**src/hdl/axi_pkg.sv**
```systemverilog
package axi_pkg;

   // bus geometry of the single memory port
   localparam int ADDR_W = 32;
   localparam int DATA_W = 64;
   localparam int STRB_W = DATA_W / 8;

   // burst type, only INCR is served by the sram
   typedef enum logic [1:0] {
      FIXED = 2'b00,
      INCR  = 2'b01,
      WRAP  = 2'b10
   } axi_burst_e;

   // response codes
   typedef enum logic [1:0] {
      OKAY   = 2'b00,
      EXOKAY = 2'b01,
      SLVERR = 2'b10,
      DECERR = 2'b11
   } axi_resp_e;

   // arsize/awsize code for full 8-byte beats
   localparam logic [2:0] SIZE_8B = 3'd3;

endpackage

```
**src/hdl/lsu_pkg.sv**
```systemverilog
package lsu_pkg;

   // load/store opcode from the core
   typedef enum logic {
      LSU_LOAD  = 1'b0,
      LSU_STORE = 1'b1
   } lsu_op_e;

   // read channel owner in the arbiter
   typedef enum logic [1:0] {
      ARB_IDLE  = 2'b00,
      ARB_FETCH = 2'b01,
      ARB_LSU   = 2'b10
   } arb_state_e;

   // byte offset bits inside one 64-bit beat,
   // the line offset adds log2 of the beat count on top
   localparam int BEAT_OFFS_W = 3;

endpackage

```
**src/hdl/axi_if.sv**
```systemverilog
`timescale 1ns/1ns

interface axi_if import axi_pkg::*; ();

   // read address
   logic [ADDR_W-1:0] araddr;
   logic [7:0]        arlen;
   logic [2:0]        arsize;
   axi_burst_e        arburst;
   logic              arvalid;
   logic              arready;

   // read data
   logic [DATA_W-1:0] rdata;
   axi_resp_e         rresp;
   logic              rlast;
   logic              rvalid;
   logic              rready;

   // write address
   logic [ADDR_W-1:0] awaddr;
   logic [7:0]        awlen;
   logic [2:0]        awsize;
   axi_burst_e        awburst;
   logic              awvalid;
   logic              awready;

   // write data
   logic [DATA_W-1:0] wdata;
   logic [STRB_W-1:0] wstrb;
   logic              wlast;
   logic              wvalid;
   logic              wready;

   // write response
   axi_resp_e         bresp;
   logic              bvalid;
   logic              bready;

   modport master (
      output araddr, arlen, arsize, arburst, arvalid, input arready,
      input rdata, rresp, rlast, rvalid, output rready,
      output awaddr, awlen, awsize, awburst, awvalid, input awready,
      output wdata, wstrb, wlast, wvalid, input wready,
      input bresp, bvalid, output bready
   );

   modport slave (
      input araddr, arlen, arsize, arburst, arvalid, output arready,
      output rdata, rresp, rlast, rvalid, input rready,
      input awaddr, awlen, awsize, awburst, awvalid, output awready,
      input wdata, wstrb, wlast, wvalid, output wready,
      output bresp, bvalid, input bready
   );

endinterface

```
**src/hdl/fetch_master.sv**
```systemverilog
`timescale 1ns/1ns

module fetch_master import axi_pkg::*, lsu_pkg::*; #(
   parameter int LINE_BEATS = 4
) (
   input  logic                         clk,
   input  logic                         rst,
   input  logic                         fetch_req,
   input  logic [ADDR_W-1:0]            fetch_addr,
   output logic [LINE_BEATS*DATA_W-1:0] fetch_line,
   output logic                         fetch_done,
   output logic                         fetch_busy,
   output logic                         fetch_err,
   axi_if.master                        bus
);

   // byte offset bits of a whole line
   localparam int LINE_OFFS_W = BEAT_OFFS_W + $clog2(LINE_BEATS);

   logic              ar_pend;
   logic [ADDR_W-1:0] line_addr;
   logic              beat_fire;

   assign beat_fire = bus.rvalid && bus.rready;

   always_ff @(posedge clk) begin
      if (rst) begin
         fetch_busy <= 1'b0;
         ar_pend    <= 1'b0;
         fetch_done <= 1'b0;
         fetch_err  <= 1'b0;
      end else begin
         fetch_done <= 1'b0;
         if (fetch_req && !fetch_busy) begin
            fetch_busy <= 1'b1;
            ar_pend    <= 1'b1;
            fetch_err  <= 1'b0;
         end
         if (bus.arvalid && bus.arready) begin
            ar_pend <= 1'b0;
         end
         if (beat_fire) begin
            // sticky over the whole line
            if (bus.rresp != OKAY) begin
               fetch_err <= 1'b1;
            end
            if (bus.rlast) begin
               fetch_busy <= 1'b0;
               fetch_done <= 1'b1;
            end
         end
      end
   end

   // line base and assembled beats, payload only
   always_ff @(posedge clk) begin
      if (fetch_req && !fetch_busy) begin
         line_addr <= {fetch_addr[ADDR_W-1:LINE_OFFS_W], {LINE_OFFS_W{1'b0}}};
      end
      if (beat_fire) begin
         // first beat ends up in slice 0
         fetch_line <= {bus.rdata, fetch_line[LINE_BEATS*DATA_W-1:DATA_W]};
      end
   end

   assign bus.araddr  = line_addr;
   assign bus.arlen   = 8'(LINE_BEATS - 1);
   assign bus.arsize  = SIZE_8B;
   assign bus.arburst = INCR;
   assign bus.arvalid = ar_pend;
   assign bus.rready  = fetch_busy;

   // read-only master
   assign bus.awaddr  = '0;
   assign bus.awlen   = '0;
   assign bus.awsize  = SIZE_8B;
   assign bus.awburst = INCR;
   assign bus.awvalid = 1'b0;
   assign bus.wdata   = '0;
   assign bus.wstrb   = '0;
   assign bus.wlast   = 1'b0;
   assign bus.wvalid  = 1'b0;
   assign bus.bready  = 1'b0;

endmodule

```
**src/flat_wrapper.sv**
```systemverilog
// flat-port wrapper written by rule: the top's interface ports become plain ports
module fetch_master_flat import axi_pkg::*, lsu_pkg::*;
#(
   parameter int LINE_BEATS = 4
)
  (clk, rst, fetch_req, fetch_addr, fetch_line, fetch_done, fetch_busy, fetch_err, bus_araddr, bus_arlen, bus_arsize, bus_arburst, bus_arvalid, bus_arready, bus_rdata, bus_rresp, bus_rlast, bus_rvalid, bus_rready, bus_awaddr, bus_awlen, bus_awsize, bus_awburst, bus_awvalid, bus_awready, bus_wdata, bus_wstrb, bus_wlast, bus_wvalid, bus_wready, bus_bresp, bus_bvalid, bus_bready);
  axi_if bus_i ();
  input  logic clk;
  input  logic rst;
  input  logic fetch_req;
  input  logic [ADDR_W-1:0] fetch_addr;
  output logic [LINE_BEATS*DATA_W-1:0] fetch_line;
  output logic fetch_done;
  output logic fetch_busy;
  output logic fetch_err;
  output wire logic [$bits(bus_i.araddr)-1:0] bus_araddr;
  output wire logic [$bits(bus_i.arlen)-1:0] bus_arlen;
  output wire logic [$bits(bus_i.arsize)-1:0] bus_arsize;
  output wire logic [$bits(bus_i.arburst)-1:0] bus_arburst;
  output wire logic [$bits(bus_i.arvalid)-1:0] bus_arvalid;
  input wire logic [$bits(bus_i.arready)-1:0] bus_arready;
  input wire logic [$bits(bus_i.rdata)-1:0] bus_rdata;
  input wire logic [$bits(bus_i.rresp)-1:0] bus_rresp;
  input wire logic [$bits(bus_i.rlast)-1:0] bus_rlast;
  input wire logic [$bits(bus_i.rvalid)-1:0] bus_rvalid;
  output wire logic [$bits(bus_i.rready)-1:0] bus_rready;
  output wire logic [$bits(bus_i.awaddr)-1:0] bus_awaddr;
  output wire logic [$bits(bus_i.awlen)-1:0] bus_awlen;
  output wire logic [$bits(bus_i.awsize)-1:0] bus_awsize;
  output wire logic [$bits(bus_i.awburst)-1:0] bus_awburst;
  output wire logic [$bits(bus_i.awvalid)-1:0] bus_awvalid;
  input wire logic [$bits(bus_i.awready)-1:0] bus_awready;
  output wire logic [$bits(bus_i.wdata)-1:0] bus_wdata;
  output wire logic [$bits(bus_i.wstrb)-1:0] bus_wstrb;
  output wire logic [$bits(bus_i.wlast)-1:0] bus_wlast;
  output wire logic [$bits(bus_i.wvalid)-1:0] bus_wvalid;
  input wire logic [$bits(bus_i.wready)-1:0] bus_wready;
  input wire logic [$bits(bus_i.bresp)-1:0] bus_bresp;
  input wire logic [$bits(bus_i.bvalid)-1:0] bus_bvalid;
  output wire logic [$bits(bus_i.bready)-1:0] bus_bready;
  assign bus_araddr = bus_i.araddr;
  assign bus_arlen = bus_i.arlen;
  assign bus_arsize = bus_i.arsize;
  assign bus_arburst = bus_i.arburst;
  assign bus_arvalid = bus_i.arvalid;
  assign bus_i.arready = bus_arready;
  assign bus_i.rdata = bus_rdata;
  assign bus_i.rresp = bus_rresp;
  assign bus_i.rlast = bus_rlast;
  assign bus_i.rvalid = bus_rvalid;
  assign bus_rready = bus_i.rready;
  assign bus_awaddr = bus_i.awaddr;
  assign bus_awlen = bus_i.awlen;
  assign bus_awsize = bus_i.awsize;
  assign bus_awburst = bus_i.awburst;
  assign bus_awvalid = bus_i.awvalid;
  assign bus_i.awready = bus_awready;
  assign bus_wdata = bus_i.wdata;
  assign bus_wstrb = bus_i.wstrb;
  assign bus_wlast = bus_i.wlast;
  assign bus_wvalid = bus_i.wvalid;
  assign bus_i.wready = bus_wready;
  assign bus_i.bresp = bus_bresp;
  assign bus_i.bvalid = bus_bvalid;
  assign bus_bready = bus_i.bready;
  fetch_master #(.LINE_BEATS(LINE_BEATS)) u_core (.clk(clk), .rst(rst), .fetch_req(fetch_req), .fetch_addr(fetch_addr), .fetch_line(fetch_line), .fetch_done(fetch_done), .fetch_busy(fetch_busy), .fetch_err(fetch_err), .bus(bus_i));
endmodule
```
**config.mk**
```make
export PLATFORM = sky130hd
export DESIGN_NAME = fetch_master_flat
export DESIGN_NICKNAME = d
export VERILOG_FILES = /design/src/hdl/axi_pkg.sv /design/src/hdl/lsu_pkg.sv /design/src/hdl/axi_if.sv /design/src/hdl/fetch_master.sv /design/src/flat_wrapper.sv
export SDC_FILE = /design/constraint.sdc
export NUM_CORES = 1
export LEC_CHECK = 0
export BUFFER_PORTS_ARGS = -buffer_cell sky130_fd_sc_hd__buf_2
export CORE_AREA = 2 2 209 211
export CTS_CLUSTER_DIAMETER = 120
export DETAILED_ROUTE_END_ITERATION = 6
export DIE_AREA = 0 0 211 213
export PLACE_DENSITY_LB_ADDON = 0.05
export SYNTH_ARGS = -nofsm -noshare
export SYNTH_HDL_FRONTEND = slang
export SYNTH_SLANG_ARGS = --single-unit
```
**constraint.sdc**
```tcl
create_clock -name clk -period 4.6 [get_ports clk]
set_input_delay 0 -clock clk [delete_from_list [all_inputs] [get_ports clk]]
set_output_delay 0 -clock clk [all_outputs]
set_load 0.01 [all_outputs]
```
### Word-level counts from Yosys, hierarchy flattened

Cells that the tools add are included.

| storage, ports and cells | value |
|---|---|
| flip-flop bits (word level) | 287 |
| latch bits | 0 |
| memory bits (writable) | 0 |
| ROM bits | 0 |
| input bits | 109 |
| logic and storage cells | 21 |
| memories | 0 |

| cells by class | value |
|---|---|
| add/subtract/negate cells | 0 |
| $mul | 0 |
| divide/modulo/power cells | 0 |
| $lt $le $gt $ge | 0 |
| eq/ne operators | 0 |
| shift-type cells | 0 |
| mux-type cells | 7 |
| bitwise logic cells | 1 |
| reduce and logical (&&, ||, !) cells | 7 |

Operator list:

| cell | count |
|---|---|
| 1-bit 2-to-1 mux | 7 |
| 2-bit OR reduction | 2 |
| 1-bit logical AND | 3 |
| 2-bit nonzero test | 1 |
| 1-bit zero test | 1 |
| 1-bit inverter | 1 |

### Depth between registers and ports, before layout

Gate-level depths: netlist of the first run.

| depth | value |
|---|---|
| word-level depth | 5 |
| depth in mapped cells | 3 |
| gate-level depth less buffers | 3 |

### Worst setup path before layout of the first run

Ideal clock, no wire load.

| path | value |
|---|---|
| path kind | register -> register |
| start | reg u_core.fetch_busy (netlist: u_core.bus.rready) |
| end | reg u_core.fetch_err |
| library setup time | 0.080 ns |
| arrival | 4.157 ns |
| slack | 0.363 ns |
| stages on the path, launching flop included | 4 |
| buffers on the path | 0 |
| period minus slack after synthesis | 4.237 ns |
| cell sequence | dfxtp_1 > and2_2 > o21ai_0 > a21oi_1 |

| on the way | value |
|---|---|
| elaborated cells between the ends (all ways) | 6 |

RTL lines:

| what | RTL line | text |
|---|---|---|
| start, declared | fetch_master.sv:12 | `output logic fetch_busy,` |
| start signal, assigned | fetch_master.sv:28 | `fetch_busy <= 1'b0;` |
| start signal, assigned | fetch_master.sv:35 | `fetch_busy <= 1'b1;` |
| start signal, assigned | fetch_master.sv:48 | `fetch_busy <= 1'b0;` |
| 1-bit logical AND | fetch_master.sv:24 | `assign beat_fire = bus.rvalid && bus.rready;` |
| named net u_core.beat_fire | fetch_master.sv:22 | `logic beat_fire;` |
| 1-bit 2-to-1 mux | fetch_master.sv:42 | `if (beat_fire) begin` |
| end signal, assigned | fetch_master.sv:31 | `fetch_err <= 1'b0;` |
| end signal, assigned | fetch_master.sv:37 | `fetch_err <= 1'b0;` |
| end signal, assigned | fetch_master.sv:45 | `fetch_err <= 1'b1;` |
| end, declared | fetch_master.sv:13 | `output logic fetch_err,` |

The timed path passes the listed nets, and every way through them passes these cells.
A chain may end at the register's enable or synchronous reset.

### Worst setup path in the final report of the first run

| path | value |
|---|---|
| start | reg u_core.fetch_busy (netlist: u_core.bus.rready) |
| end | reg u_core.fetch_line[194] (enable) |

| on the way | value |
|---|---|
| cells in the longest elaborated chain, start to end | 1 |

Ends and longest elaborated chain:

| what | RTL line | text |
|---|---|---|
| 1-bit logical AND | fetch_master.sv:24 |  |
| named net u_core.beat_fire | fetch_master.sv:22 |  |
| end signal, assigned | fetch_master.sv:62 | `fetch_line <= {bus.rdata, fetch_line[LINE_BEATS*DATA_W-1:DATA_W]};` |
| end, declared | fetch_master.sv:10 | `output logic [LINE_BEATS*DATA_W-1:0] fetch_line,` |

The timed path passes the listed nets, and every way through them passes these cells.

==> reports/metrics.cfg, run 1 <==
[placement]
post-place-ws_ns = 2.40
place_hpwl_um = 17600
portBuffers = 386
gp_congestion = 0.718

[power_and_ir_drop]
p_leak_uw = 0.00561
ir_drop_mv = 0.199
power.total_uw = 6000
p_per_area_nw_per_um2 = 432

[global_routing]
top_usage_layer = met2
antenna_found_initial = 1
met3_usage = 0.0427
use_met2 = 0.179
met1_usage = 0.112
grt_max_degree = 117
grt-ovfl-total = 0
grt_pass1_vias = 5547
grt_pass1_wl_um = 34800
grtUsageTotal = 0.104

[clock_tree]
clock_tree.buffer_depth = 3
numClockSinks = 287
cts_tree = yes
insertion_delay_ns = 0.52
htree_levels = 2
cts-root-buf = clkbuf_16
numCtsBuffers = 35
clkTransAtPathRegs_ns = 0.06

[routing]
first_pass_iters = 4
routed_wl_um = 24700
postRouteAntennaNets = 0
drt_iter0_drc = 284
via_per_inst = 3.45
vias = 5279
wl_per_cell_um = 16.2
route.detailed.drc = 0

[timing]
setup_viol = 0
rsz0062_at_grt = no
slew_viol_final = 0
finalCriticalPeriod_ns = 2.23
min_period_over_period = 0.484
tightest_slew_ns = 0.983
fmax_mhz = 449
setup_ws_ns = 2.37
tns_ns = 0
relSlewSlack = 0.344
hold_viol = 0
finalClockSkew_ns = 0.0187

[flow_run]
drv_cap = 0

[finish]
diodes = 0
finalNetCount = 1070
nFillCells = 4231
synthToLayoutAreaGrowth_pct = 43.0
drive_above_1_share = 0.444

[critical_path]
endpoint = u_core.fetch_line[194]$_DFFE_PP_
path_class = reg -> reg
cp_cell_sequence = and2_4 > buf_12
cp.arrival_ns = 2.37
endpoint_kind = register
cp_max_fo = 116
critPathMaxStageDelay_ns = 0.71
r2r_end = u_core.fetch_line[194]$_DFFE_PP_
worst_ep_required_time_ns = 4.74
r2r_slack_ns = 2.37
startpoint_type = register
startpoint = u_core.bus.rready$_SDFF_PP0_
worst_r2r_path_depth = 2
slowest_stage = and2_4
r2r-start = u_core.bus.rready$_SDFF_PP0_

[die]
die_h_um = 213
core-area_um2 = 42700
die_w_um = 211
rows = 76
dieArea_um2 = 44900
io_pins = 536
start_util = 0.228

[synthesis]
yosysWarnings = 0
synth-seq-cells = 287
synthesis.instances = 441
syn_avg_cell_area_um2 = 22.0
synth_area_um2 = 9710
ys_seq_area_frac = 0.883
synth.distinct_cells = 13

[worst_hold_path]
hold_class = in -> reg

[outcome]
status = completed

## worst max-delay path, delay by kind of cell (launching register included)
kind	cells	cell delay [ns]
buffers and inverters	1	0.50
DFF	1	0.40
and+or+nand+nor	1	0.71
## Yosys cell counts
| cell type | n | area share |
|---|---|---|
| mux2_2 | 1 | 0.0012 |
| nand2b_4 | 1 | 0.0014 |
| nand2_1 | 3 | 0.0012 |
| conb_1 | 2 | 0.00077 |
| and3b_1 | 1 | 0.00090 |
| buf_4 | 140 | 0.11 |
| edfxtp_1 | 283 | 0.87 |
| inv_1 | 1 | 0.00039 |
| a21oi_1 | 2 | 0.0010 |
| and2_2 | 1 | 0.00077 |
| dfxtp_1 | 4 | 0.0082 |
| o21ai_0 | 1 | 0.00051 |
| nor2_2 | 1 | 0.00064 |
## logic make-up (layout without fill, tap and decap cells)
family | count (synthesis) | count (layout) | synth area share
other | 2 | 139 | 0.000773
AND/OR/NAND/NOR | 7 | 7 | 0.00489
multiplexers | 1 | 1 | 0.00116
AO/OA/AOI/OAI | 3 | 3 | 0.00155
flip-flops | 287 | 287 | 0.883
buffers and inverters | 141 | 548 | 0.109
## area by class of cell
cell class	instances	area, um2	area share
inverter	1	3.75	0.000270
clock buffer	48	965	0.0694
sequential	287	8580	0.617
tap	546	683	0.0492
multi-input combinational	150	597	0.0430
timing repair buffer	486	2950	0.213
clock inverter	13	114	0.00820
## stage by stage
stage,utilization,cells,instance area (um2),hold slack [ns]
after floorplan,-,578,10200,0.0669
after global placement,0.277,1372,11800,0.177
after detailed placement,0.277,1372,11800,0.178
after CTS,0.325,1531,13900,0.133
after global routing,0.325,1531,13900,0.155
final,0.325,1531,13900,0.180
## sequential cells by signal (all words and copies together), names as in the netlist
name                flops
u_core.bus.araddr      27
u_core.bus.arvalid      1
u_core.bus.rready       1
u_core.fetch_done       1
u_core.fetch_err        1
u_core.fetch_line     256
## metal layers
layer / wire (um) / vias up
li1: - / 2404
met1: 9100 / 2536
met2: 12500 / 288
met3: 2470 / 49
met4: 655 / 2
met5: 13 / -
## repair_timing
item / CTS / global route
gates resized for setup: 0 / 0
setup buffers: 0 / 0
endpoints found under the hold margin: 95 / 0
hold buffers: 98 / 0
## how the worst min path moves through the flow
| stage | startpoint | endpoint | slack (ns) | cells past startpoint |
|---|---|---|---|---|
| final | fetch_addr[28] | u_core.bus.araddr[28]$_DFFE_PP_ | 0.18 | 2 |
| after detailed placement | fetch_addr[24] | u_core.bus.araddr[24]$_DFFE_PP_ | 0.18 | 1 |
| after CTS | fetch_addr[24] | u_core.bus.araddr[24]$_DFFE_PP_ | 0.13 | 2 |
| after global placement | fetch_addr[15] | u_core.bus.araddr[15]$_DFFE_PP_ | 0.18 | 1 |
| after global routing | fetch_addr[8] | u_core.bus.araddr[8]$_DFFE_PP_ | 0.16 | 2 |
| after floorplan | rst | u_core.bus.arvalid$_SDFFE_PP0P_ | 0.07 | 1 |
## report_power, final
part | switching [uW] | leakage (uW) | internal (uW)
logic | 227 | 0.00244 | 147
registers | 35.5 | 0.00264 | 2980
clock network | 1030 | 0.000526 | 1570
## cells in the final DEF, fill, tap and decap left out
cell / n
inv_6: 1
clkbuf_1: 9
nand2b_4: 1
clkbuf_8: 4
dfxtp_1: 4
and3b_1: 1
bufinv_16: 2
inv_1: 1
buf_12: 2
dlygate4sd3_1: 98
clkinv_4: 1
conb_1: 139
buf_2: 386
a21oi_1: 2
mux2_2: 1
clkinv_1: 7
clkinv_2: 2
edfxtp_1: 283
nand2_1: 3
nor2_2: 1
clkbuf_16: 35
and2_4: 1
o21ai_0: 1
Power figures use the tool's default switching activity.
==> run 2: changes to the inputs <==
Settings changed: ABC_AREA set to 1.
Clock period 4.6 ns to 2.25 ns, I/O delays scaled along.
==> run 2 against run 1 <==
Effect of this change: critical path depth grew 4; count of clock-buffer cells in the layout shrank 3; routed wire length decreased by 0.68%; fmax grew 19%; sequential cell count unchanged; synthesized cell count increased by 1.4%; sequential share of layout area is 0.45 points lower; non-clock buffer count rose by 6; final cell count up 0.85%; critical path type unchanged; largest cell class unchanged; largest power group unchanged.
==> reports/metrics.cfg, run 2 <==
[flow_run]
drv_cap = 0  ; unchanged

[finish]
nFillCells = 4260  ; +0.69%
multiInputGateArea_um2 = 587  ; -1.7%
layout.cells.most_common = buf_2
largest_register_ffs = 256  ; unchanged
synthToLayoutAreaGrowth_pct = 43.9
finalNetCount = 1082  ; +1.1%
drive_above_1_share = 0.449  ; +0.00524
top_register = u_core.fetch_line
layout_common_cells = 386 x buf_2, 283 x edfxtp_1, 139 x conb_1
diodes = 0  ; unchanged
fin_util = 0.328  ; +0.00240
seqCellArea_um2 = 8580  ; unchanged

[worst_hold_path]
hold_class = in -> reg

[clock_tree]
cts-hold-fix-buffers = 98  ; unchanged
insertion_delay_ns = 0.53  ; about the same
numClockSinks = 287  ; unchanged
cts_tree = yes
clkTransAtPathRegs_ns = 0.06  ; about the same
cts_setup_buffers = 0  ; unchanged
clock_tree.buffer_depth = 3  ; unchanged
cts-root-buf = clkbuf_16
cts_resized = 0  ; unchanged
htree_levels = 2  ; unchanged
numCtsBuffers = 35  ; unchanged

[critical_path]
cp_max_fo = 60  ; -48%
cp.buffers_inverters = 3  ; +2
slowest_stage = dlygate4sd3_1
startpoint_type = register
path_class = reg -> reg
cp.arrival_ns = 2.29  ; -0.08 ns
crit_family = buffers and inverters
critPathMaxStageDelay_ns = 0.55  ; -0.16 ns
cp_cell_sequence = nand2_2 > clkinv_8 > buf_4 > nand2_2 > a21oi_2 > dlygate4sd3_1
cpMostUsedCell = nand2_2
endpoint_kind = register
worst_ep_required_time_ns = 2.66  ; -2.08 ns

[global_routing]
grt_pass1_vias = 5545  ; -0.036%
grt_pass1_wl_um = 35000  ; +0.32%
grt-ovfl-total = 0  ; unchanged
antenna_found_initial = 0  ; -1
grt_max_degree = 61  ; -48%
grtUsageTotal = 0.104  ; -0.000237

[synthesis]
yosysWarnings = 0  ; unchanged
synth_area_um2 = 9720  ; +0.10%
synth_top_area_frac = 0.874  ; -0.000900
synthesis.instances = 447  ; +1.4%
synth_top_area_cell = edfxtp_1
yosysMostFrequentCell = edfxtp_1
synth_common_cells = 283 x edfxtp_1, 140 x buf_4, 4 x dfxtp_1
ys_top_cells_by_area = edfxtp_1 87%, buf_4 11%, dfxtp_1 0.82%
synth_edf_count = 283  ; unchanged
ys_seq_area_frac = 0.882  ; -0.000909
synth-seq-cells = 287  ; unchanged
synth.distinct_cells = 13  ; unchanged
syn_avg_cell_area_um2 = 21.8  ; -1.2%
async_flop_share = 0  ; unchanged
ys.flop_type = edfxtp_1

[die]
rows = 76  ; unchanged
die_w_um = 211  ; unchanged
start_util = 0.228  ; +0.000234
io_pins = 536  ; unchanged
dieArea_um2 = 44900  ; unchanged
die_h_um = 213  ; unchanged
core-area_um2 = 42700  ; unchanged

[timing]
setup_viol = 0  ; unchanged
min_period_over_period = 0.833  ; +0.349
relSlewSlack = 0.610  ; +0.266
tns_ns = 0  ; unchanged
slew_viol_final = 0  ; unchanged
finalCriticalPeriod_ns = 1.88  ; -0.352 ns
fmax_mhz = 533  ; +19%
tightest_slew_ns = 0.584  ; -0.399 ns
finalClockSkew_ns = 0.0169  ; -0.00179 ns
hold_viol = 0  ; unchanged
rsz0062_at_grt = no

[routing]
route.detailed.drc = 0  ; unchanged
first_pass_iters = 4  ; unchanged
vias = 5327  ; +0.91%
via_per_inst = 3.45  ; about the same
drt_iter0_drc = 176  ; -38%
routed_wl_um = 24600  ; -0.68%
postRouteAntennaNets = 0  ; unchanged
wl_per_cell_um = 15.9  ; -1.5%

[placement]
gp_congestion = 0.721  ; +0.36%
place_hpwl_um = 18000  ; +2.0%
portBuffers = 386  ; unchanged

[power_and_ir_drop]
p_per_area_nw_per_um2 = 880  ; +100%
ir_drop_mv = 0.461  ; +130%
p_leak_uw = 0.00569  ; +1.4%

[outcome]
status = completed

-- run 2: worst reg2reg max path: stages, from the launching register on --
cell and delay [ns]:
dfxtp_1 0.36, nand2_2 0.16, clkinv_8 0.28, buf_4 0.32, nand2_2 0.06, a21oi_2 0.04, dlygate4sd3_1 0.55
-- run 2: report_power, final --
group	switching [uW]	internal, uW
Clock	2150	3200
Sequential	76.2	6110
Combinational	474	313
-- run 2: routing by layer --
metal / track usage / vias up / share of wire
met5: 0 / - / 0
met4: 0.0425 / 0 / 0.024
met3: 0.0407 / 38 / 0.094
met2: 0.181 / 291 / 0.51
li1: - / 2438 / -
met1: 0.113 / 2560 / 0.37
-- run 2: logic make-up (layout without fill, tap and decap cells) --
family,Yosys count,after routing,share of synthesized area
AND/OR/NAND/NOR,9,9,0.00450
AO/OA/AOI/OAI,3,3,0.00219
buffers and inverters,146,560,0.110
other,2,139,0.000772
flip-flops,287,287,0.882
-- run 2: path summary, 6_finish.rpt --
check,start,endpoint,slack [ns],cells after the start
min reg2reg,u_core.fetch_line[193]$_DFFE_PP_,u_core.fetch_line[129]$_DFFE_PP_,0.43,0
max,u_core.bus.rready$_SDFF_PP0_,u_core.fetch_err$_SDFF_PP0_,0.37,6
max reg2reg,u_core.bus.rready$_SDFF_PP0_,u_core.fetch_err$_SDFF_PP0_,0.37,6
min,bus_rdata[45],u_core.fetch_line[237]$_DFFE_PP_,0.17,2
-- run 2: area by class of cell --
| class | count | share of cell area |
|---|---|---|
| flip-flops and latches | 287 | 0.613 |
| repair buffers | 492 | 0.216 |
| clock buffers | 45 | 0.0675 |
| well taps | 546 | 0.0488 |
| multi-input cells | 151 | 0.0419 |
| clock inverters | 17 | 0.0104 |
| inverters | 6 | 0.00250 |
-- run 2: per-stage QoR --
stage / instances / worst slack, ns / area (um2) / hold slack, ns / power [uW]
after floorplan: 584 / 0.0680 / 10200 / 0.0624 / 6770
after global placement: 1384 / 0.689 / 11900 / 0.176 / 6950
after detailed placement: 1384 / 0.604 / 11900 / 0.178 / 6960
after CTS: 1544 / 0.315 / 14000 / 0.137 / 12600
after global routing: 1544 / 0.238 / 14000 / 0.137 / 12900
final: 1544 / 0.375 / 14000 / 0.172 / 12300
