<file path="config.mk">
export PLATFORM = sky130hd
export DESIGN_NAME = axi_arbiter_flat
export DESIGN_NICKNAME = d
export VERILOG_FILES = /design/src/hdl/axi_pkg.sv /design/src/hdl/lsu_pkg.sv /design/src/hdl/axi_if.sv /design/src/hdl/axi_arbiter.sv /design/src/flat_wrapper.sv
export SDC_FILE = /design/constraint.sdc
export NUM_CORES = 1
export LEC_CHECK = 0
export BUFFER_PORTS_ARGS = -buffer_cell sky130_fd_sc_hd__buf_2
export CORE_AREA = 2 2 281 283
export CTS_CLUSTER_DIAMETER = 40
export DETAILED_ROUTE_END_ITERATION = 10
export DIE_AREA = 0 0 283 285
export GPL_TIMING_DRIVEN = 0
export MAX_ROUTING_LAYER = met4
export PLACE_DENSITY_LB_ADDON = 0.12
export SLEW_MARGIN = 10
export SYNTH_ARGS = -nofsm -noshare
export SYNTH_HDL_FRONTEND = slang
export SYNTH_SLANG_ARGS = --single-unit
</file>
<file path="constraint.sdc">
create_clock -name clk -period 1.2 [get_ports clk]
set_input_delay 0.18 -clock clk [delete_from_list [all_inputs] [get_ports clk]]
set_output_delay 0.18 -clock clk [all_outputs]
set_load 0.01 [all_outputs]
</file>
<file path="src/hdl/axi_pkg.sv">
package axi_pkg;

   // bus geometry of the single memory port
   localparam int ADDR_W = 32;
   localparam int DATA_W = 64;
   localparam int STRB_W = DATA_W / 8;

   // burst type, only INCR is served by the sram
   typedef enum logic [1:0] {
      FIXED = 2'b00,
      INCR  = 2'b01,
      WRAP  = 2'b10
   } axi_burst_e;

   // response codes
   typedef enum logic [1:0] {
      OKAY   = 2'b00,
      EXOKAY = 2'b01,
      SLVERR = 2'b10,
      DECERR = 2'b11
   } axi_resp_e;

   // arsize/awsize code for full 8-byte beats
   localparam logic [2:0] SIZE_8B = 3'd3;

endpackage

</file>
<file path="src/hdl/lsu_pkg.sv">
package lsu_pkg;

   // load/store opcode from the core
   typedef enum logic {
      LSU_LOAD  = 1'b0,
      LSU_STORE = 1'b1
   } lsu_op_e;

   // read channel owner in the arbiter
   typedef enum logic [1:0] {
      ARB_IDLE  = 2'b00,
      ARB_FETCH = 2'b01,
      ARB_LSU   = 2'b10
   } arb_state_e;

   // byte offset bits inside one 64-bit beat,
   // the line offset adds log2 of the beat count on top
   localparam int BEAT_OFFS_W = 3;

endpackage

</file>
<file path="src/hdl/axi_if.sv">
`timescale 1ns/1ns

interface axi_if import axi_pkg::*; ();

   // read address
   logic [ADDR_W-1:0] araddr;
   logic [7:0]        arlen;
   logic [2:0]        arsize;
   axi_burst_e        arburst;
   logic              arvalid;
   logic              arready;

   // read data
   logic [DATA_W-1:0] rdata;
   axi_resp_e         rresp;
   logic              rlast;
   logic              rvalid;
   logic              rready;

   // write address
   logic [ADDR_W-1:0] awaddr;
   logic [7:0]        awlen;
   logic [2:0]        awsize;
   axi_burst_e        awburst;
   logic              awvalid;
   logic              awready;

   // write data
   logic [DATA_W-1:0] wdata;
   logic [STRB_W-1:0] wstrb;
   logic              wlast;
   logic              wvalid;
   logic              wready;

   // write response
   axi_resp_e         bresp;
   logic              bvalid;
   logic              bready;

   modport master (
      output araddr, arlen, arsize, arburst, arvalid, input arready,
      input rdata, rresp, rlast, rvalid, output rready,
      output awaddr, awlen, awsize, awburst, awvalid, input awready,
      output wdata, wstrb, wlast, wvalid, input wready,
      input bresp, bvalid, output bready
   );

   modport slave (
      input araddr, arlen, arsize, arburst, arvalid, output arready,
      output rdata, rresp, rlast, rvalid, input rready,
      input awaddr, awlen, awsize, awburst, awvalid, output awready,
      input wdata, wstrb, wlast, wvalid, output wready,
      output bresp, bvalid, input bready
   );

endinterface

</file>
<file path="src/hdl/axi_arbiter.sv">
`timescale 1ns/1ns

module axi_arbiter import axi_pkg::*, lsu_pkg::*; (
   input logic   clk,
   input logic   rst,
   axi_if.slave  fetch_bus,
   axi_if.slave  lsu_bus,
   axi_if.master mem_bus
);

   arb_state_e state;
   arb_state_e state_nxt;
   logic       idle;
   logic       sel_fetch;
   logic       ar_fire;
   logic       r_last_fire;

   assign idle = (state == ARB_IDLE);

   // fetch wins when both masters are valid
   assign sel_fetch   = fetch_bus.arvalid;
   assign ar_fire     = mem_bus.arvalid && mem_bus.arready;
   assign r_last_fire = mem_bus.rvalid && mem_bus.rready && mem_bus.rlast;

   always_comb begin
      state_nxt = state;
      case (state)
         ARB_IDLE: begin
            // grant only once the address is actually taken
            if (ar_fire) begin
               state_nxt = sel_fetch ? ARB_FETCH : ARB_LSU;
            end
         end
         ARB_FETCH, ARB_LSU: begin
            if (r_last_fire) begin
               state_nxt = ARB_IDLE;
            end
         end
         default: begin
            state_nxt = ARB_IDLE;
         end
      endcase
   end

   always_ff @(posedge clk) begin
      if (rst) begin
         state <= ARB_IDLE;
      end else begin
         state <= state_nxt;
      end
   end

   // address channel, muxed straight through while idle
   assign mem_bus.arvalid = idle && (fetch_bus.arvalid || lsu_bus.arvalid);
   assign mem_bus.araddr  = sel_fetch ? fetch_bus.araddr  : lsu_bus.araddr;
   assign mem_bus.arlen   = sel_fetch ? fetch_bus.arlen   : lsu_bus.arlen;
   assign mem_bus.arsize  = sel_fetch ? fetch_bus.arsize  : lsu_bus.arsize;
   assign mem_bus.arburst = sel_fetch ? fetch_bus.arburst : lsu_bus.arburst;

   // arready only to the master being forwarded
   assign fetch_bus.arready = idle && sel_fetch && mem_bus.arready;
   assign lsu_bus.arready   = idle && !sel_fetch && mem_bus.arready;

   // data channel to the owner, zeros to the other
   assign fetch_bus.rdata  = (state == ARB_FETCH) ? mem_bus.rdata  : '0;
   assign fetch_bus.rresp  = (state == ARB_FETCH) ? mem_bus.rresp  : OKAY;
   assign fetch_bus.rlast  = (state == ARB_FETCH) && mem_bus.rlast;
   assign fetch_bus.rvalid = (state == ARB_FETCH) && mem_bus.rvalid;
   assign lsu_bus.rdata    = (state == ARB_LSU) ? mem_bus.rdata  : '0;
   assign lsu_bus.rresp    = (state == ARB_LSU) ? mem_bus.rresp  : OKAY;
   assign lsu_bus.rlast    = (state == ARB_LSU) && mem_bus.rlast;
   assign lsu_bus.rvalid   = (state == ARB_LSU) && mem_bus.rvalid;

   // rready from whoever owns the burst
   assign mem_bus.rready = (state == ARB_FETCH) ? fetch_bus.rready :
                           (state == ARB_LSU)   ? lsu_bus.rready   : 1'b0;

   // write side belongs to the lsu alone
   assign mem_bus.awaddr  = lsu_bus.awaddr;
   assign mem_bus.awlen   = lsu_bus.awlen;
   assign mem_bus.awsize  = lsu_bus.awsize;
   assign mem_bus.awburst = lsu_bus.awburst;
   assign mem_bus.awvalid = lsu_bus.awvalid;
   assign lsu_bus.awready = mem_bus.awready;

   assign mem_bus.wdata  = lsu_bus.wdata;
   assign mem_bus.wstrb  = lsu_bus.wstrb;
   assign mem_bus.wlast  = lsu_bus.wlast;
   assign mem_bus.wvalid = lsu_bus.wvalid;
   assign lsu_bus.wready = mem_bus.wready;

   assign lsu_bus.bresp  = mem_bus.bresp;
   assign lsu_bus.bvalid = mem_bus.bvalid;
   assign mem_bus.bready = lsu_bus.bready;

   // fetch has no write path
   assign fetch_bus.awready = 1'b0;
   assign fetch_bus.wready  = 1'b0;
   assign fetch_bus.bvalid  = 1'b0;
   assign fetch_bus.bresp   = OKAY;

endmodule

</file>
<file path="src/flat_wrapper.sv">
// flat-port wrapper written by rule: the top's interface ports become plain ports
module axi_arbiter_flat import axi_pkg::*, lsu_pkg::*;
  (clk, rst, fetch_bus_araddr, fetch_bus_arlen, fetch_bus_arsize, fetch_bus_arburst, fetch_bus_arvalid, fetch_bus_arready, fetch_bus_rdata, fetch_bus_rresp, fetch_bus_rlast, fetch_bus_rvalid, fetch_bus_rready, fetch_bus_awaddr, fetch_bus_awlen, fetch_bus_awsize, fetch_bus_awburst, fetch_bus_awvalid, fetch_bus_awready, fetch_bus_wdata, fetch_bus_wstrb, fetch_bus_wlast, fetch_bus_wvalid, fetch_bus_wready, fetch_bus_bresp, fetch_bus_bvalid, fetch_bus_bready, lsu_bus_araddr, lsu_bus_arlen, lsu_bus_arsize, lsu_bus_arburst, lsu_bus_arvalid, lsu_bus_arready, lsu_bus_rdata, lsu_bus_rresp, lsu_bus_rlast, lsu_bus_rvalid, lsu_bus_rready, lsu_bus_awaddr, lsu_bus_awlen, lsu_bus_awsize, lsu_bus_awburst, lsu_bus_awvalid, lsu_bus_awready, lsu_bus_wdata, lsu_bus_wstrb, lsu_bus_wlast, lsu_bus_wvalid, lsu_bus_wready, lsu_bus_bresp, lsu_bus_bvalid, lsu_bus_bready, mem_bus_araddr, mem_bus_arlen, mem_bus_arsize, mem_bus_arburst, mem_bus_arvalid, mem_bus_arready, mem_bus_rdata, mem_bus_rresp, mem_bus_rlast, mem_bus_rvalid, mem_bus_rready, mem_bus_awaddr, mem_bus_awlen, mem_bus_awsize, mem_bus_awburst, mem_bus_awvalid, mem_bus_awready, mem_bus_wdata, mem_bus_wstrb, mem_bus_wlast, mem_bus_wvalid, mem_bus_wready, mem_bus_bresp, mem_bus_bvalid, mem_bus_bready);
  axi_if fetch_bus_i ();
  axi_if lsu_bus_i ();
  axi_if mem_bus_i ();
  input logic clk;
  input logic rst;
  input wire logic [$bits(fetch_bus_i.araddr)-1:0] fetch_bus_araddr;
  input wire logic [$bits(fetch_bus_i.arlen)-1:0] fetch_bus_arlen;
  input wire logic [$bits(fetch_bus_i.arsize)-1:0] fetch_bus_arsize;
  input wire logic [$bits(fetch_bus_i.arburst)-1:0] fetch_bus_arburst;
  input wire logic [$bits(fetch_bus_i.arvalid)-1:0] fetch_bus_arvalid;
  output wire logic [$bits(fetch_bus_i.arready)-1:0] fetch_bus_arready;
  output wire logic [$bits(fetch_bus_i.rdata)-1:0] fetch_bus_rdata;
  output wire logic [$bits(fetch_bus_i.rresp)-1:0] fetch_bus_rresp;
  output wire logic [$bits(fetch_bus_i.rlast)-1:0] fetch_bus_rlast;
  output wire logic [$bits(fetch_bus_i.rvalid)-1:0] fetch_bus_rvalid;
  input wire logic [$bits(fetch_bus_i.rready)-1:0] fetch_bus_rready;
  input wire logic [$bits(fetch_bus_i.awaddr)-1:0] fetch_bus_awaddr;
  input wire logic [$bits(fetch_bus_i.awlen)-1:0] fetch_bus_awlen;
  input wire logic [$bits(fetch_bus_i.awsize)-1:0] fetch_bus_awsize;
  input wire logic [$bits(fetch_bus_i.awburst)-1:0] fetch_bus_awburst;
  input wire logic [$bits(fetch_bus_i.awvalid)-1:0] fetch_bus_awvalid;
  output wire logic [$bits(fetch_bus_i.awready)-1:0] fetch_bus_awready;
  input wire logic [$bits(fetch_bus_i.wdata)-1:0] fetch_bus_wdata;
  input wire logic [$bits(fetch_bus_i.wstrb)-1:0] fetch_bus_wstrb;
  input wire logic [$bits(fetch_bus_i.wlast)-1:0] fetch_bus_wlast;
  input wire logic [$bits(fetch_bus_i.wvalid)-1:0] fetch_bus_wvalid;
  output wire logic [$bits(fetch_bus_i.wready)-1:0] fetch_bus_wready;
  output wire logic [$bits(fetch_bus_i.bresp)-1:0] fetch_bus_bresp;
  output wire logic [$bits(fetch_bus_i.bvalid)-1:0] fetch_bus_bvalid;
  input wire logic [$bits(fetch_bus_i.bready)-1:0] fetch_bus_bready;
  input wire logic [$bits(lsu_bus_i.araddr)-1:0] lsu_bus_araddr;
  input wire logic [$bits(lsu_bus_i.arlen)-1:0] lsu_bus_arlen;
  input wire logic [$bits(lsu_bus_i.arsize)-1:0] lsu_bus_arsize;
  input wire logic [$bits(lsu_bus_i.arburst)-1:0] lsu_bus_arburst;
  input wire logic [$bits(lsu_bus_i.arvalid)-1:0] lsu_bus_arvalid;
  output wire logic [$bits(lsu_bus_i.arready)-1:0] lsu_bus_arready;
  output wire logic [$bits(lsu_bus_i.rdata)-1:0] lsu_bus_rdata;
  output wire logic [$bits(lsu_bus_i.rresp)-1:0] lsu_bus_rresp;
  output wire logic [$bits(lsu_bus_i.rlast)-1:0] lsu_bus_rlast;
  output wire logic [$bits(lsu_bus_i.rvalid)-1:0] lsu_bus_rvalid;
  input wire logic [$bits(lsu_bus_i.rready)-1:0] lsu_bus_rready;
  input wire logic [$bits(lsu_bus_i.awaddr)-1:0] lsu_bus_awaddr;
  input wire logic [$bits(lsu_bus_i.awlen)-1:0] lsu_bus_awlen;
  input wire logic [$bits(lsu_bus_i.awsize)-1:0] lsu_bus_awsize;
  input wire logic [$bits(lsu_bus_i.awburst)-1:0] lsu_bus_awburst;
  input wire logic [$bits(lsu_bus_i.awvalid)-1:0] lsu_bus_awvalid;
  output wire logic [$bits(lsu_bus_i.awready)-1:0] lsu_bus_awready;
  input wire logic [$bits(lsu_bus_i.wdata)-1:0] lsu_bus_wdata;
  input wire logic [$bits(lsu_bus_i.wstrb)-1:0] lsu_bus_wstrb;
  input wire logic [$bits(lsu_bus_i.wlast)-1:0] lsu_bus_wlast;
  input wire logic [$bits(lsu_bus_i.wvalid)-1:0] lsu_bus_wvalid;
  output wire logic [$bits(lsu_bus_i.wready)-1:0] lsu_bus_wready;
  output wire logic [$bits(lsu_bus_i.bresp)-1:0] lsu_bus_bresp;
  output wire logic [$bits(lsu_bus_i.bvalid)-1:0] lsu_bus_bvalid;
  input wire logic [$bits(lsu_bus_i.bready)-1:0] lsu_bus_bready;
  output wire logic [$bits(mem_bus_i.araddr)-1:0] mem_bus_araddr;
  output wire logic [$bits(mem_bus_i.arlen)-1:0] mem_bus_arlen;
  output wire logic [$bits(mem_bus_i.arsize)-1:0] mem_bus_arsize;
  output wire logic [$bits(mem_bus_i.arburst)-1:0] mem_bus_arburst;
  output wire logic [$bits(mem_bus_i.arvalid)-1:0] mem_bus_arvalid;
  input wire logic [$bits(mem_bus_i.arready)-1:0] mem_bus_arready;
  input wire logic [$bits(mem_bus_i.rdata)-1:0] mem_bus_rdata;
  input wire logic [$bits(mem_bus_i.rresp)-1:0] mem_bus_rresp;
  input wire logic [$bits(mem_bus_i.rlast)-1:0] mem_bus_rlast;
  input wire logic [$bits(mem_bus_i.rvalid)-1:0] mem_bus_rvalid;
  output wire logic [$bits(mem_bus_i.rready)-1:0] mem_bus_rready;
  output wire logic [$bits(mem_bus_i.awaddr)-1:0] mem_bus_awaddr;
  output wire logic [$bits(mem_bus_i.awlen)-1:0] mem_bus_awlen;
  output wire logic [$bits(mem_bus_i.awsize)-1:0] mem_bus_awsize;
  output wire logic [$bits(mem_bus_i.awburst)-1:0] mem_bus_awburst;
  output wire logic [$bits(mem_bus_i.awvalid)-1:0] mem_bus_awvalid;
  input wire logic [$bits(mem_bus_i.awready)-1:0] mem_bus_awready;
  output wire logic [$bits(mem_bus_i.wdata)-1:0] mem_bus_wdata;
  output wire logic [$bits(mem_bus_i.wstrb)-1:0] mem_bus_wstrb;
  output wire logic [$bits(mem_bus_i.wlast)-1:0] mem_bus_wlast;
  output wire logic [$bits(mem_bus_i.wvalid)-1:0] mem_bus_wvalid;
  input wire logic [$bits(mem_bus_i.wready)-1:0] mem_bus_wready;
  input wire logic [$bits(mem_bus_i.bresp)-1:0] mem_bus_bresp;
  input wire logic [$bits(mem_bus_i.bvalid)-1:0] mem_bus_bvalid;
  output wire logic [$bits(mem_bus_i.bready)-1:0] mem_bus_bready;
  assign fetch_bus_i.araddr = fetch_bus_araddr;
  assign fetch_bus_i.arlen = fetch_bus_arlen;
  assign fetch_bus_i.arsize = fetch_bus_arsize;
  assign fetch_bus_i.arburst = fetch_bus_arburst;
  assign fetch_bus_i.arvalid = fetch_bus_arvalid;
  assign fetch_bus_arready = fetch_bus_i.arready;
  assign fetch_bus_rdata = fetch_bus_i.rdata;
  assign fetch_bus_rresp = fetch_bus_i.rresp;
  assign fetch_bus_rlast = fetch_bus_i.rlast;
  assign fetch_bus_rvalid = fetch_bus_i.rvalid;
  assign fetch_bus_i.rready = fetch_bus_rready;
  assign fetch_bus_i.awaddr = fetch_bus_awaddr;
  assign fetch_bus_i.awlen = fetch_bus_awlen;
  assign fetch_bus_i.awsize = fetch_bus_awsize;
  assign fetch_bus_i.awburst = fetch_bus_awburst;
  assign fetch_bus_i.awvalid = fetch_bus_awvalid;
  assign fetch_bus_awready = fetch_bus_i.awready;
  assign fetch_bus_i.wdata = fetch_bus_wdata;
  assign fetch_bus_i.wstrb = fetch_bus_wstrb;
  assign fetch_bus_i.wlast = fetch_bus_wlast;
  assign fetch_bus_i.wvalid = fetch_bus_wvalid;
  assign fetch_bus_wready = fetch_bus_i.wready;
  assign fetch_bus_bresp = fetch_bus_i.bresp;
  assign fetch_bus_bvalid = fetch_bus_i.bvalid;
  assign fetch_bus_i.bready = fetch_bus_bready;
  assign lsu_bus_i.araddr = lsu_bus_araddr;
  assign lsu_bus_i.arlen = lsu_bus_arlen;
  assign lsu_bus_i.arsize = lsu_bus_arsize;
  assign lsu_bus_i.arburst = lsu_bus_arburst;
  assign lsu_bus_i.arvalid = lsu_bus_arvalid;
  assign lsu_bus_arready = lsu_bus_i.arready;
  assign lsu_bus_rdata = lsu_bus_i.rdata;
  assign lsu_bus_rresp = lsu_bus_i.rresp;
  assign lsu_bus_rlast = lsu_bus_i.rlast;
  assign lsu_bus_rvalid = lsu_bus_i.rvalid;
  assign lsu_bus_i.rready = lsu_bus_rready;
  assign lsu_bus_i.awaddr = lsu_bus_awaddr;
  assign lsu_bus_i.awlen = lsu_bus_awlen;
  assign lsu_bus_i.awsize = lsu_bus_awsize;
  assign lsu_bus_i.awburst = lsu_bus_awburst;
  assign lsu_bus_i.awvalid = lsu_bus_awvalid;
  assign lsu_bus_awready = lsu_bus_i.awready;
  assign lsu_bus_i.wdata = lsu_bus_wdata;
  assign lsu_bus_i.wstrb = lsu_bus_wstrb;
  assign lsu_bus_i.wlast = lsu_bus_wlast;
  assign lsu_bus_i.wvalid = lsu_bus_wvalid;
  assign lsu_bus_wready = lsu_bus_i.wready;
  assign lsu_bus_bresp = lsu_bus_i.bresp;
  assign lsu_bus_bvalid = lsu_bus_i.bvalid;
  assign lsu_bus_i.bready = lsu_bus_bready;
  assign mem_bus_araddr = mem_bus_i.araddr;
  assign mem_bus_arlen = mem_bus_i.arlen;
  assign mem_bus_arsize = mem_bus_i.arsize;
  assign mem_bus_arburst = mem_bus_i.arburst;
  assign mem_bus_arvalid = mem_bus_i.arvalid;
  assign mem_bus_i.arready = mem_bus_arready;
  assign mem_bus_i.rdata = mem_bus_rdata;
  assign mem_bus_i.rresp = mem_bus_rresp;
  assign mem_bus_i.rlast = mem_bus_rlast;
  assign mem_bus_i.rvalid = mem_bus_rvalid;
  assign mem_bus_rready = mem_bus_i.rready;
  assign mem_bus_awaddr = mem_bus_i.awaddr;
  assign mem_bus_awlen = mem_bus_i.awlen;
  assign mem_bus_awsize = mem_bus_i.awsize;
  assign mem_bus_awburst = mem_bus_i.awburst;
  assign mem_bus_awvalid = mem_bus_i.awvalid;
  assign mem_bus_i.awready = mem_bus_awready;
  assign mem_bus_wdata = mem_bus_i.wdata;
  assign mem_bus_wstrb = mem_bus_i.wstrb;
  assign mem_bus_wlast = mem_bus_i.wlast;
  assign mem_bus_wvalid = mem_bus_i.wvalid;
  assign mem_bus_i.wready = mem_bus_wready;
  assign mem_bus_i.bresp = mem_bus_bresp;
  assign mem_bus_i.bvalid = mem_bus_bvalid;
  assign mem_bus_bready = mem_bus_i.bready;
  axi_arbiter u_core (.clk(clk), .rst(rst), .fetch_bus(fetch_bus_i), .lsu_bus(lsu_bus_i), .mem_bus(mem_bus_i));
endmodule
</file>
; Word level (Yosys, flattened, before mapping)
; Cells that the tools add are included.
[word_totals]
reg_bits = 2
in_bits = 412
output_inout_bits = 316
elab_cells = 36
[classes]
n_eq_ne = 4
n_mux = 14
reduce_logical = 17
[ops]
columns = operator, n
row1 = 64-bit two-way mux, 2
row2 = 32-bit two-way mux, 1
row3 = 1-bit logical AND, 12
row4 = 2-bit two-way mux, 6
row5 = 8-bit two-way mux, 1
row6 = 2-bit case mux with 2 select lines, 1
row7 = 3-bit two-way mux, 1
row8 = 2-bit by 1-bit == test with 1-bit output (second input constant), 1
row9 = 2-bit == test (second input constant), 1
row10 = 2-bit logical NOT, 1
row11 = 1-bit two-way mux, 2
row12 = 2-bit by 1-bit inequality test with 1-bit output (second input constant), 1
row13 = 2-bit inequality test (second input constant), 1
row14 = 2-bit AND reduction, 1
row15 = 2-bit OR reduction, 1
row16 = 1-bit logical NOT, 1
row17 = 1-bit logical OR, 1

; Logic depth before layout (Yosys ltp)
[depth]
ltp_word = 7
ltp_mapped = 6
depth_no_buf = 6

; Least setup slack after synthesis
; No wires, ideal clock.
[synth_path]
path_type = register to register
from = register u_core.state[0]
to = register u_core.state[0]
setup_time_ns = 0.126
arrival_ns = 1.266
t_required_ns = 1.074
setup_slack_ns = -0.192
path_stages_with_launch = 7
period_less_slack_ns = 1.392
path_cell_list = dfxtp_1 inv_1 ha_1 nand2_1 o21ai_0 o21ai_1 mux2i_1
[synth_via]
elab_chain_cells = 7
elab_cells_between_ends = 14
classes_between = 4 x eq/ne / 3 x mux / 7 x reduce/logical
[synth_lines]
columns = element, line_no
row1 = start: declaration, axi_arbiter.sv:11  ; arb_state_e state;
row2 = start signal: assignment, axi_arbiter.sv:49  ; state <= state_nxt;
row3 = 2-bit == test, axi_arbiter.sv:76  ; (state == ARB_LSU) ? lsu_bus.rready : 1'b0;
row4 = 1-bit two-way mux, axi_arbiter.sv:76
row5 = 1-bit two-way mux (*), axi_arbiter.sv:75  ; assign mem_bus.rready = (state == ARB_FETCH) ? fetch_bus.rready :
row6 = via mem_bus_rready, flat_wrapper.sv:69  ; output wire logic [$bits(mem_bus_i.rready)-1:0] mem_bus_rready;
row7 = 1-bit logical AND (*) (2 in a row), axi_arbiter.sv:23  ; assign r_last_fire = mem_bus.rvalid && mem_bus.rready && mem_bus.rlast;
row8 = 2-bit by 1-bit inequality test with 1-bit output (no source line) (*), -
row9 = 2-bit AND reduction (no source line) (*), -
; The timed path passes the listed nets; every way through them passes the cells marked *.
; A chain may end at the register's enable or synchronous reset.

; Worst setup path in the final report
[layout_path]
from = register u_core.state[0]
to = output port lsu_bus_rdata[59]
[layout_via]
elab_chain_cells = 2
[layout_lines]
columns = element, line_no
row1 = 2-bit == test, axi_arbiter.sv:69  ; assign lsu_bus.rdata = (state == ARB_LSU) ? mem_bus.rdata : '0;
row2 = 64-bit two-way mux, axi_arbiter.sv:69
row3 = end: declaration, flat_wrapper.sv:40  ; output wire logic [$bits(lsu_bus_i.rdata)-1:0] lsu_bus_rdata;
; No other way between the ends.

==> results by group <==
Logic synthesis
  – Synth Cell Area: 2640 um^2
  – Post-Synthesis Cells: 358
  – Synthesized area per cell: 7.36 um^2
  – Synth unique cells: 21
  – Synth top area share: 37.3%
  – Synth Register Bits: 2
  – Synth warn: 0
  – Post-synth top area cell: buf_4
  – Dominant cells by area after synthesis: buf_4 (37%), and2_1 (32%), mux2_2 (19%)
  – Post-synthesis sequential area ratio: 1.52%

STA
  – Fin. Hold Viols: 0
  – Final Cycle Share: 138%
  – Clock skew: 0.00172 ns
  – Max frequency: 604 MHz
  – RSZ-0062 raised after global routing: yes
  – TNS Setup: -52.50 ns
  – Setup ws final: -0.457 ns
  – Endpoints failing setup: 142
  – Hold_ws: 0.276 ns
  – Count of pins over their slew limit: 0
  – Min cycle time layout: 1.66 ns

Power and ir drop
  – Clock share of power: 4.8%
  – Switching power: 4.16 mW
  – Combinational Power Share: 93.2%
  – Power per cell area: 1270 nW/um^2
  – Int Pwr: 5.97 mW
  – Leakage power: 4.07 nW
  – Max IR drop VDD: 498 uV
  – Sw frac: 41.1%
  – Sequential fraction of design power: 1.9%

Clock tree
  – Worst-Skew Late Latency: 0.22 ns
  – CTS Buf Count: 3
  – CTS tree: done
  – CTS H-tree lvls: 1
  – CTS clock-pin slew for the worst setup and hold paths: 0.03 ns
  – Root buf cell: clkbuf_16
  – Clock sink count: 2
  – Clk buf depth: 2

Critical path
  – Critical path class: flip-flop to output port
  – Worst EP required: 1.02 ns
  – Critical Path, Cell by Cell: inv_4 > ha_4 > clkbuf_16 > clkbuf_16 > and2_4 > buf_6
  – Crit-path slowest cell: dfxtp_4
  – Reg2reg start: u_core.state[1]
  – Crit path DAT: 1.48 ns
  – Critical Path End Type: output port
  – Critical Path Start Type: flip-flop
  – CP Max Fanout: 7
  – Crit path from: u_core.state[0]
  – CP most frequent cell: clkbuf_16
  – Critical Path Max Stage Delay: 0.35 ns

Global routing
  – First-pass GRT wire length: 33800 um
  – Global Route Usage Sum: 6.17%
  – Total grt overflow: 0
  – Initial antenna violation count: 6
  – Vias in the first global route: 4156
  – Largest net degree at the start of global routing: 11

Final layout
  – Commonest non-fill, non-tap cell in the layout: buf_2
  – Max reg flops: 2
  – Largest Register: u_core.state
  – Non-Filler Instances: 1919
  – Area grow syn2layout: 203%
  – Final Util: 10.2%
  – Most frequent cells in the layout: buf_2 (382), buf_4 (147), buf_6 (88)
  – Fraction of layout cells with a size suffix above 1: 91.5%
  – Multi-input gate area: 1870 um^2
  – Nets: 1279
  – Top flop regs: u_core.state (2)
  – Fillcell total: 9101
  – Reg area: 47.5 um^2

Placed design
  – Gpl congestion: 0.799
  – Dpl cells: 1886
  – Port bufs: 474
  – Setup WS pre-CTS: -0.940 ns
  – Dpl hpwl: 23900 um

Job
  – Max-Cap Viols: 0

Floorplan
  – Die ar.: 80700 um^2
  – Starting density of the core: 3.38%
  – I/O pin count: 728
  – Core Rows: 103
  – Chip width: 283 um
  – Core Region: 78000 um^2
  – Die Y: 285 um

Detailed routing
  – Via density: 2.17
  – Detailed Route Iter0 Violations: 51
  – Post-route DRC: 0
  – Drt first pass iters: 4
  – Wire length per cell: 13.9 um
  – Total number of vias: 4162
  – Routed WL: 26700 um
  – Post-DRT Antenna Nets: 0

Outcome
  – Outcome: finished, violations left
  – Failing checks: setup timing

Min path
  – Hold Crit Start: rst
  – Hold Path Class: input port to flip-flop
-- stage by stage --
step	cell area, um^2	power [mW]
after floorplan	2750	3.39
after detailed placement	6440	6.51
after global routing	7970	11.0
after global placement	6440	6.61
after CTS	7620	9.65
final	7970	10.1
-- cell families (layout without fill, tap and decap cells) --
kind of cell	after synthesis	count (layout)	synth area share, %
AOI/OAI and AO/OA	5	5	1.14
adders and majority gates	3	3	1.42
other	1	12	0.142
and+or+nand+nor	146	146	34.3
buffers and inverters	154	654	41.5
muxes	47	47	20.0
DFF	2	2	1.52
-- critical path: cells and delay by family (launching register included) --
kind	cells	cell delay [ns]
flops	1	0.35
simple gates	1	0.16
buf+inv	4	0.51
fa+ha+maj	1	0.21
-- layer usage --
metal	global-route usage, %	vias up	share of wire [%]	routed length [um]
li1	-	2001	-	-
met1	6.81	1858	39	10300
met2	10.7	297	50	13400
met3	2.58	6	11	2800
met4	0.572	0	0.54	143
met5	-	-	0	0
-- area by class of cell --
type                            instances  share of cell area, %
Timing Repair Buffer                  500                   41.6
Multi-Input combinational cell        206                   23.5
Tap cell                             1050                   16.5
Buffer                                148                   16.5
Clock buffer                            3                  0.942
Sequential cell                         2                  0.596
Inverter                                3                  0.235
Antenna cell                            7                  0.220
-- cell usage after synthesis --
library cell / number
or3b_1: 1
buf_2: 6
mux2_2: 45
o21a_1: 1
conb_1: 1
dfxtp_1: 2
nand3b_1: 1
nor2_1: 1
o21ai_1: 1
ha_1: 3
and2_1: 136
a22oi_1: 1
o21ai_0: 2
nand2_1: 4
nand2b_1: 2
mux2i_1: 2
buf_4: 131
and3_1: 1
buf_6: 2
inv_1: 3
clkbuf_1: 12
-- power groups by stage --
stage	Clock, mW	Combinational [mW]	Sequential [mW]
after floorplan	0	3.26	0.133
after global placement	0	6.46	0.145
after detailed placement	0	6.36	0.145
after CTS	0.500	8.95	0.198
after global routing	0.514	10.3	0.206
final	0.490	9.45	0.195
-- worst paths after layout --
path	cells after the start	slack [ns]	end
setup / recovery	6	-0.46	lsu_bus_rdata[59]
hold / removal	3	0.28	u_core.state[1]
setup reg to reg	7	-0.18	u_core.state[0]
hold reg to reg	2	0.53	u_core.state[1]
-- timing repair --
action	in CTS	in global routing
setup endpoints to repair	179	156
endpoints found under the hold margin	0	0
buffers inserted	11	7
pin swaps	47	13
resized for setup	210	80
hold buffers	0	0
cloned	7	3
No activity file was read; power rests on OpenSTA's default activity.
